$ cat src/clock_pkg.sv
package clock_pkg;

   ////////////////////////////////////////////////////////////////////////
   // time word and digit limits
   ////////////////////////////////////////////////////////////////////////

   localparam logic [3:0] TENS_MAX = 4'd5;   // 5x tens for both fields
   localparam logic [3:0] ONES_MAX = 4'd9;

   // mm:ss, most significant digit first
   typedef struct packed {
      logic [3:0] min10;
      logic [3:0] min1;
      logic [3:0] sec10;
      logic [3:0] sec1;
   } bcd_time_t;

   ////////////////////////////////////////////////////////////////////////
   // key pulses and mode
   ////////////////////////////////////////////////////////////////////////

   // one-cycle press pulses, bit order matches btn[4:0]
   typedef struct packed {
      logic mode;
      logic alarm_off;
      logic inc_min;
      logic inc_sec;
      logic func;        // set toggle in watch, start/stop in cook timer
   } clock_keys_t;

   // key bundle routed to a single core
   typedef struct packed {
      logic alarm_off;
      logic inc_min;
      logic inc_sec;
      logic func;
   } core_keys_t;

   typedef enum logic {
      MODE_WATCH = 1'b0,
      MODE_COOK  = 1'b1
   } clock_mode_t;

endpackage

$ cat src/button_sync.sv
`timescale 1ns/1ps

module button_sync #(
   parameter int DEBOUNCE_CLKS = 1_000_000
) (
   input  logic                    clk,
   input  logic                    reset_p,
   input  logic [4:0]              btn,
   output clock_pkg::clock_keys_t  keys
);

   localparam int NUM_BTN = $bits(clock_pkg::clock_keys_t);
   localparam int CW      = $clog2(DEBOUNCE_CLKS + 1);

   logic [NUM_BTN-1:0] sync_q0;
   logic [NUM_BTN-1:0] sync_q1;
   logic [NUM_BTN-1:0] level;          // debounced button state
   logic [NUM_BTN-1:0] press;
   logic [CW-1:0]      stable_cnt [NUM_BTN];

   always_ff @(posedge clk or posedge reset_p) begin
      if (reset_p) begin
         sync_q0 <= '0;
         sync_q1 <= '0;
         level   <= '0;
         press   <= '0;
         for (int i = 0; i < NUM_BTN; i++) begin
            stable_cnt[i] <= '0;
         end
      end else begin
         sync_q0 <= btn;
         sync_q1 <= sync_q0;
         press   <= '0;
         for (int i = 0; i < NUM_BTN; i++) begin
            if (sync_q1[i] == level[i]) begin
               stable_cnt[i] <= '0;          // no change pending
            end else if (stable_cnt[i] == CW'(DEBOUNCE_CLKS - 1)) begin
               stable_cnt[i] <= '0;
               level[i]      <= sync_q1[i];
               press[i]      <= sync_q1[i];  // rising side only
            end else begin
               stable_cnt[i] <= stable_cnt[i] + 1'b1;
            end
         end
      end
   end

   assign keys = clock_pkg::clock_keys_t'(press);

endmodule

$ cat src/tick_gen.sv
`timescale 1ns/1ps

module tick_gen #(
   parameter int CLKS_PER_SEC = 100_000_000
) (
   input  logic clk,
   input  logic reset_p,
   input  logic run,
   output logic sec_tick
);

   localparam int CW = (CLKS_PER_SEC > 1) ? $clog2(CLKS_PER_SEC) : 1;

   logic [CW-1:0] div_cnt;

   // counter restarts from zero whenever run drops,
   // so every start gives a full first second
   always_ff @(posedge clk or posedge reset_p) begin
      if (reset_p) begin
         div_cnt  <= '0;
         sec_tick <= 1'b0;
      end else if (!run) begin
         div_cnt  <= '0;
         sec_tick <= 1'b0;
      end else if (div_cnt == CW'(CLKS_PER_SEC - 1)) begin
         div_cnt  <= '0;
         sec_tick <= 1'b1;
      end else begin
         div_cnt  <= div_cnt + 1'b1;
         sec_tick <= 1'b0;
      end
   end

endmodule

$ cat src/bcd_time_counter.sv
`timescale 1ns/1ps

module bcd_time_counter (
   input  logic                  clk,
   input  logic                  reset_p,
   input  logic                  load,
   input  clock_pkg::bcd_time_t  load_value,
   input  logic                  count_up,
   input  logic                  count_down,
   input  logic                  inc_sec,
   input  logic                  inc_min,
   output clock_pkg::bcd_time_t  time_value,
   output logic                  is_zero
);

   // 00..59 pair, wraps 59 -> 00
   function automatic logic [7:0] pair_up(input logic [3:0] tens, input logic [3:0] ones);
      logic [7:0] r;
      if (ones == clock_pkg::ONES_MAX) begin
         if (tens == clock_pkg::TENS_MAX)
            r = 8'h00;
         else
            r = {tens + 4'd1, 4'd0};
      end else begin
         r = {tens, ones + 4'd1};
      end
      return r;
   endfunction

   // 00..59 pair, wraps 00 -> 59
   function automatic logic [7:0] pair_down(input logic [3:0] tens, input logic [3:0] ones);
      logic [7:0] r;
      if (ones == 4'd0) begin
         if (tens == 4'd0)
            r = {clock_pkg::TENS_MAX, clock_pkg::ONES_MAX};
         else
            r = {tens - 4'd1, clock_pkg::ONES_MAX};
      end else begin
         r = {tens, ones - 4'd1};
      end
      return r;
   endfunction

   clock_pkg::bcd_time_t next_time;
   logic [7:0] sec_up, sec_dn, min_up, min_dn;
   logic       sec_at_max, sec_at_zero;

   assign sec_up      = pair_up(time_value.sec10, time_value.sec1);
   assign sec_dn      = pair_down(time_value.sec10, time_value.sec1);
   assign min_up      = pair_up(time_value.min10, time_value.min1);
   assign min_dn      = pair_down(time_value.min10, time_value.min1);
   assign sec_at_max  = {time_value.sec10, time_value.sec1} ==
                        {clock_pkg::TENS_MAX, clock_pkg::ONES_MAX};
   assign sec_at_zero = {time_value.sec10, time_value.sec1} == 8'h00;
   assign is_zero     = time_value == '0;

   always_comb begin
      next_time = time_value;
      if (load) begin
         next_time = load_value;
      end else if (count_up) begin
         {next_time.sec10, next_time.sec1} = sec_up;
         if (sec_at_max)
            {next_time.min10, next_time.min1} = min_up;   // carry, 59:59 -> 00:00
      end else if (count_down) begin
         if (!is_zero) begin                                // hold at 00:00
            {next_time.sec10, next_time.sec1} = sec_dn;
            if (sec_at_zero)
               {next_time.min10, next_time.min1} = min_dn;   // borrow
         end
      end else if (inc_sec) begin
         {next_time.sec10, next_time.sec1} = sec_up;       // no carry
      end else if (inc_min) begin
         {next_time.min10, next_time.min1} = min_up;
      end
   end

   always_ff @(posedge clk or posedge reset_p) begin
      if (reset_p)
         time_value <= '0;
      else
         time_value <= next_time;
   end

endmodule

$ cat src/mode_ctrl.sv
`timescale 1ns/1ps

module mode_ctrl (
   input  logic                    clk,
   input  logic                    reset_p,
   input  clock_pkg::clock_keys_t  keys,
   input  clock_pkg::bcd_time_t    watch_time,
   input  clock_pkg::bcd_time_t    cook_time,
   output clock_pkg::core_keys_t   watch_keys,
   output clock_pkg::core_keys_t   cook_keys,
   output clock_pkg::clock_mode_t  mode,
   output clock_pkg::bcd_time_t    display
);

   clock_pkg::core_keys_t routed;

   always_ff @(posedge clk or posedge reset_p) begin
      if (reset_p)
         mode <= clock_pkg::MODE_WATCH;
      else if (keys.mode)
         mode <= (mode == clock_pkg::MODE_WATCH) ? clock_pkg::MODE_COOK
                                                 : clock_pkg::MODE_WATCH;
   end

   ////////////////////////////////////////////////////////////////////////
   // key steering, only the selected core sees presses
   ////////////////////////////////////////////////////////////////////////

   assign routed.alarm_off = keys.alarm_off;
   assign routed.inc_min   = keys.inc_min;
   assign routed.inc_sec   = keys.inc_sec;
   assign routed.func      = keys.func;

   always_comb begin
      watch_keys = '0;
      cook_keys  = '0;
      if (mode == clock_pkg::MODE_WATCH)
         watch_keys = routed;
      else
         cook_keys  = routed;
   end

   assign display = (mode == clock_pkg::MODE_COOK) ? cook_time : watch_time;

endmodule

$ cat src/watch_core.sv
`timescale 1ns/1ps

module watch_core (
   input  logic                   clk,
   input  logic                   reset_p,
   input  clock_pkg::core_keys_t  keys,
   input  logic                   sec_tick,
   output clock_pkg::bcd_time_t   time_value
);

   clock_pkg::bcd_time_t cur_time;
   clock_pkg::bcd_time_t set_time;
   logic set_mode;
   logic set_load;   // entering set mode
   logic cur_load;   // leaving set mode

   assign set_load = keys.func & ~set_mode;
   assign cur_load = keys.func & set_mode;

   always_ff @(posedge clk or posedge reset_p) begin
      if (reset_p)
         set_mode <= 1'b0;
      else if (keys.func)
         set_mode <= ~set_mode;
   end

   // keeps running while the set time is edited
   bcd_time_counter cur_cnt (
      .clk        (clk),
      .reset_p    (reset_p),
      .load       (cur_load),
      .load_value (set_time),
      .count_up   (sec_tick),
      .count_down (1'b0),
      .inc_sec    (1'b0),
      .inc_min    (1'b0),
      .time_value (cur_time),
      .is_zero    ()
   );

   bcd_time_counter set_cnt (
      .clk        (clk),
      .reset_p    (reset_p),
      .load       (set_load),
      .load_value (cur_time),
      .count_up   (1'b0),
      .count_down (1'b0),
      .inc_sec    (keys.inc_sec & set_mode),
      .inc_min    (keys.inc_min & set_mode),
      .time_value (set_time),
      .is_zero    ()
   );

   assign time_value = set_mode ? set_time : cur_time;

endmodule

$ cat src/cook_timer_core.sv
`timescale 1ns/1ps

module cook_timer_core #(
   parameter int TONE_BIT = 14
) (
   input  logic                   clk,
   input  logic                   reset_p,
   input  clock_pkg::core_keys_t  keys,
   input  logic                   sec_tick,
   output clock_pkg::bcd_time_t   time_value,
   output logic                   running,
   output logic                   alarm,
   output logic                   buzz
);

   clock_pkg::bcd_time_t set_time;
   clock_pkg::bcd_time_t down_time;
   logic                 down_zero;
   logic                 start;
   logic                 timeout;
   logic [TONE_BIT:0]    tone_div;

   assign start   = keys.func & ~running;
   assign timeout = running & down_zero;

   ////////////////////////////////////////////////////////////////////////
   // run flag and alarm
   ////////////////////////////////////////////////////////////////////////

   always_ff @(posedge clk or posedge reset_p) begin
      if (reset_p) begin
         running <= 1'b0;
      end else if (timeout) begin
         running <= 1'b0;             // stops itself at 00:00
      end else if (keys.func) begin
         running <= ~running;
      end
   end

   always_ff @(posedge clk or posedge reset_p) begin
      if (reset_p)
         alarm <= 1'b0;
      else if (timeout)
         alarm <= 1'b1;
      else if (keys.alarm_off)
         alarm <= 1'b0;
   end

   // set time only editable while stopped
   bcd_time_counter set_cnt (
      .clk        (clk),
      .reset_p    (reset_p),
      .load       (1'b0),
      .load_value ('0),
      .count_up   (1'b0),
      .count_down (1'b0),
      .inc_sec    (keys.inc_sec & ~running),
      .inc_min    (keys.inc_min & ~running),
      .time_value (set_time),
      .is_zero    ()
   );

   bcd_time_counter down_cnt (
      .clk        (clk),
      .reset_p    (reset_p),
      .load       (start),
      .load_value (set_time),
      .count_up   (1'b0),
      .count_down (sec_tick & running),
      .inc_sec    (1'b0),
      .inc_min    (1'b0),
      .time_value (down_time),
      .is_zero    (down_zero)
   );

   ////////////////////////////////////////////////////////////////////////
   // buzzer tone from a free divider
   ////////////////////////////////////////////////////////////////////////

   always_ff @(posedge clk or posedge reset_p) begin
      if (reset_p)
         tone_div <= '0;
      else
         tone_div <= tone_div + 1'b1;
   end

   assign buzz       = alarm ? tone_div[TONE_BIT] : 1'b0;
   assign time_value = running ? down_time : set_time;

endmodule

$ cat src/multi_clock_top.sv
`timescale 1ns/1ps

module multi_clock_top #(
   parameter int CLKS_PER_SEC  = 100_000_000,
   parameter int DEBOUNCE_CLKS = 1_000_000,
   parameter int TONE_BIT      = 14
) (
   input  logic                    clk,
   input  logic                    reset_p,
   input  logic [4:0]              btn,
   output clock_pkg::bcd_time_t    display,
   output clock_pkg::clock_mode_t  mode,
   output logic                    running,
   output logic                    alarm,
   output logic                    buzz
);

   clock_pkg::clock_keys_t keys;
   clock_pkg::core_keys_t  watch_keys;
   clock_pkg::core_keys_t  cook_keys;
   clock_pkg::bcd_time_t   watch_time;
   clock_pkg::bcd_time_t   cook_time;
   logic                   watch_tick;
   logic                   cook_tick;

   button_sync #(.DEBOUNCE_CLKS(DEBOUNCE_CLKS)) button_sync_inst (
      .clk(clk), .reset_p(reset_p), .btn(btn), .keys(keys)
   );

   tick_gen #(.CLKS_PER_SEC(CLKS_PER_SEC)) watch_tick_inst (   // free running
      .clk(clk), .reset_p(reset_p), .run(1'b1), .sec_tick(watch_tick)
   );

   tick_gen #(.CLKS_PER_SEC(CLKS_PER_SEC)) cook_tick_inst (
      .clk(clk), .reset_p(reset_p), .run(running), .sec_tick(cook_tick)
   );

   mode_ctrl mode_ctrl_inst (
      .clk(clk), .reset_p(reset_p), .keys(keys),
      .watch_time(watch_time), .cook_time(cook_time),
      .watch_keys(watch_keys), .cook_keys(cook_keys),
      .mode(mode), .display(display)
   );

   watch_core watch_core_inst (
      .clk(clk), .reset_p(reset_p), .keys(watch_keys),
      .sec_tick(watch_tick), .time_value(watch_time)
   );

   cook_timer_core #(.TONE_BIT(TONE_BIT)) cook_timer_core_inst (
      .clk(clk), .reset_p(reset_p), .keys(cook_keys), .sec_tick(cook_tick),
      .time_value(cook_time), .running(running), .alarm(alarm), .buzz(buzz)
   );

endmodule

$ cat config.mk
export PLATFORM = sky130hd
export DESIGN_NAME = multi_clock_top
export DESIGN_NICKNAME = d
export VERILOG_FILES = /design/src/clock_pkg.sv /design/src/button_sync.sv /design/src/tick_gen.sv /design/src/bcd_time_counter.sv /design/src/mode_ctrl.sv /design/src/watch_core.sv /design/src/cook_timer_core.sv /design/src/multi_clock_top.sv
export SDC_FILE = /design/constraint.sdc
export NUM_CORES = 1
export LEC_CHECK = 0
export BUFFER_PORTS_ARGS = -buffer_cell sky130_fd_sc_hd__buf_4
export CAP_MARGIN = 0
export CORE_UTILIZATION = 60
export CTS_CLUSTER_SIZE = 25
export DETAILED_ROUTE_END_ITERATION = 7
export GPL_TIMING_DRIVEN = 1
export PLACE_DENSITY = 0.77
export SYNTH_ARGS = -nofsm -noshare
export SYNTH_HDL_FRONTEND = slang
export SYNTH_SLANG_ARGS = --single-unit
export TNS_END_PERCENT = 1
$ cat constraint.sdc
create_clock -name clk -period 22.8 [get_ports clk]
set_input_delay 1.14 -clock clk [delete_from_list [all_inputs] [get_ports clk]]
set_output_delay 1.14 -clock clk [all_outputs]
set_load 0.1 [all_outputs]
==> flow_summary.yaml <==
finish:
  seq_area_um2: 6480
  drive_above_1_share_pct: 8.51
  final_nets: 1429
  fill_cells: 1733
  syn_to_final_growth_pct: 10.1
  num_antenna_cells: 0
  instances_no_fill: 1702
  multiInputGateArea_um2: 6550
hold_path:
  holdCritStartpoint: "button_sync_inst.sync_q0[0]"
  min_path_cells: 0
  timing.hold.worst.class: "flip-flop to flip-flop"
  holdPathEnd: "button_sync_inst.sync_q1[0]"
yosys:
  synth.avg_cell_area_um2: 9.70
  synth_ff_type: "dfrtp_1"
  syn_inst: 1385
  syn-cell-area_um2: 13400
  yosysTopAreaCellShare_pct: 48.2
  yosysTopAreaCell: "dfrtp_1"
  synth_area_leaders: "dfrtp_1 (48%), xnor2_1 (5.3%), nor2_1 (3.9%)"
  yosysWarnings: 0
  synth.ff_latch_count: 259
  syn_nets: 1410
  ys_types: 74
  seq_area_frac_synth_pct: 48.2
  synth_enable_flop_cells: 0
  synth-async-reset-ratio_pct: 100
sta:
  fin_crit_sh_pct: 14.6
  hold_viol: 0
  timing.hold.ws_ps: 340
  drv_slew: 0
  finalSetupViolCount: 0
  fmax_mhz: 300
  relSlewSlack_pct: 15.7
  period_needed_ps: 3330
  worst_slew_pin_slew_ps: 1260
  tns_ps: 0
  timing.final.ws_setup_ps: 19470
  finClkSkew_ps: 10.2
  rsz0062_at_grt: "no"
cts:
  post-cts-setup-buffer-count: 0
  cts-root-buf: "clkbuf_16"
  path_clk_slew_ps: 60
  ctsResizeCount: 0
  h-tree-depth: 1
  cts.path.max_buffers: 3
  clock_sinks: 259
  cts_hold_buf: 0
  cts_tree: "built"
  clk_latency_ps: 530
  cts_buffers: 27
pwr:
  power_density_nw_per_um2: 62.7
  totalPowerFinal_mw: 0.928
  p_leak_nw: 6.15
  pwr-share-seq_pct: 50.2
  p_int_mw: 0.733
  swShare_pct: 21.0
  power.switching_mw: 0.195
  max-vdd-ir-drop_uv: 56.7
  combPwrFrac_pct: 1.9
  power_frac_clock_pct: 47.9
setup_path:
  slowest_delay_ps: 620
  crit_path_frequent_cell: "buf_4"
  setup.worst_path.end_class: "output pin"
  crit_buf_inv: 2
  crit_type: "flip-flop to output pin"
  critPathTopFamily: "buffers and inverters"
  worstReg2RegEnd: "cook_tick_inst.div_cnt[6]"
  r2r_start: "cook_tick_inst.div_cnt[0]"
  cp.required_ps: 21660
  reg2reg_setup_slack_ps: 20140
  critical_path.slowest_cell: "dfrtp_1"
  critPathMaxFanout: 27
  rr_worst_depth: 5
  path_cells: "buf_4 -> nor2b_1 -> a211oi_1 -> a21oi_1 -> buf_4"
  arrival_ps: 2190
  start_kind: "flip-flop"
grt:
  track_usage_pct: 24.2
  grt.met3_usage_pct: 2.99
  grt_use_met1_pct: 32.9
  grt_max_degree: 116
  busiest_layer: "met2"
  overflow: 0
  antenna_found_initial: 0
  grt_pass1_wl_um: 45900
  met2_usage_pct: 40.7
  grt_pass1_vias: 9790
detailed_routing:
  drt_iter0_drc: 561
  wirelength_um: 26900
  vias: 10357
  drt_first_pass_iters: 5
  drtAntennaViolNets: 0
  drc_errors: 0
  viasPerCell: 6.09
  wl_per_cell_um: 15.8
die:
  die_area_um2: 23000
  rows: 54
  die_h_um: 152
  coreArea_um2: 21900
  pin_count: 27
  start_util_pct: 61.4
  fp.dieW_um: 152
placement:
  place_ws_ps: 19890
  gp_congestion: 0.850
  dp_hpwl_um: 18000
  dp.cells: 1655
  portBuffers: 26
status:
  status: "complete, no violations"
flow_run:
  cap_violations: 0
cell families after synthesis:
group,Yosys count,share of synthesized area (%)
xor gates and xnor gates,124,8.08
DFF,259,48.2
muxes,32,2.48
and+or+nand+nor,604,24.7
AOI/OAI and AO/OA,243,11.8
adders and majority gates,18,1.68
buffers and inverters,105,3.09
routing by layer:
layer	vias to the layer above	routed length (µm)
met5	-	0
li1	5060	-
met4	0	568
met3	46	865
met2	183	13000
met1	5068	12400
sequential cells by signal, indices dropped and copies added (netlist names), 5 cells and up:
name	cells
cook_tick_inst.div_cnt	27
watch_core_inst.set_cnt.time_value	16
button_sync_inst.sync_q1	5
button_sync_inst.sync_q0	5
button_sync_inst.keys	5
cook_timer_core_inst.down_cnt.time_value	16
button_sync_inst.stable_cnt	100
cook_timer_core_inst.tone_div	15
watch_tick_inst.div_cnt	27
button_sync_inst.level	5
cook_timer_core_inst.set_cnt.time_value	16
watch_core_inst.cur_cnt.time_value	16
synth_stat cells (16+ instances only):
| cell | count |
|---|---|
| clkbuf_1 | 34 |
| nor3_1 | 31 |
| o21ai_0 | 51 |
| nand3_1 | 82 |
| nor2b_1 | 26 |
| mux2i_1 | 22 |
| dfrtp_1 | 259 |
| or3_1 | 29 |
| nor4_1 | 33 |
| xor2_1 | 42 |
| and3_1 | 16 |
| inv_1 | 57 |
| or4_1 | 36 |
| a211oi_1 | 18 |
| nand2_1 | 93 |
| ha_1 | 18 |
| a21oi_1 | 83 |
| o31ai_1 | 31 |
| nand4_1 | 32 |
| xnor2_1 | 82 |
| nor2_1 | 139 |
layout make-up:
cell class              instances  share of cell area, %
multi-input cells            1021                   44.3
flip-flops and latches        259                   43.8
clock buffers                  37                   5.43
well taps                     280                   2.37
repair buffers                 38                   1.93
inverters                      57                   1.50
clock inverters                10                  0.693
cells in the final DEF (no fill, tap or decap), drive strengths merged, types with 6 or more instances in the layout:
| master | instances |
|---|---|
| mux2 | 10 |
| nor3 | 31 |
| nand3 | 82 |
| nor3b | 8 |
| clkinv | 7 |
| a21oi | 84 |
| a22o | 6 |
| nand2b | 10 |
| mux2i | 22 |
| and3 | 17 |
| and3b | 6 |
| a31oi | 10 |
| nor2b | 26 |
| nor4 | 34 |
| ha | 18 |
| or3 | 29 |
| or4 | 38 |
| o21ai | 51 |
| and4 | 8 |
| or4b | 7 |
| nor2 | 139 |
| nand2 | 93 |
| a211oi | 18 |
| inv | 57 |
| xnor2 | 82 |
| dfrtp | 259 |
| nand3b | 8 |
| o31ai | 33 |
| xor2 | 42 |
| clkbuf | 37 |
| nand4 | 34 |
| nor4b | 12 |
| buf | 38 |
through the flow:
step,cell area [µm²],utilization [%]
3_5_place_dp,13900,63.4
3_3_place_gp,13900,63.4
2_1_floorplan,13400,-
4_1_cts,14800,67.6
6_report,14800,67.6
5_1_grt,14800,67.6
power groups by stage:
stage | combinational, mW | sequential (mW) | clock, mW
global route | 0.0207 | 0.466 | 0.471
detailed placement | 0.0184 | 0.474 | 0
finish | 0.0175 | 0.466 | 0.445
global placement | 0.0182 | 0.474 | 0
CTS | 0.0184 | 0.466 | 0.455
floorplan | 0.0132 | 0.474 | 0
how the worst max path moves through the flow:
stage,slack [ps],start,cells past startpoint,endpoint
floorplan,14530,reset_p,1,button_sync_inst.keys[0]
global placement,19900,reset_p,3,cook_timer_core_inst.tone_div[4]
detailed placement,19890,reset_p,3,cook_timer_core_inst.set_cnt.time_value[14]
CTS,19470,watch_core_inst.set_mode,5,display[11]
global route,19270,watch_core_inst.set_mode,5,display[11]
finish,19470,watch_core_inst.set_mode,5,display[1]
(Power assumes the default switching activity.)
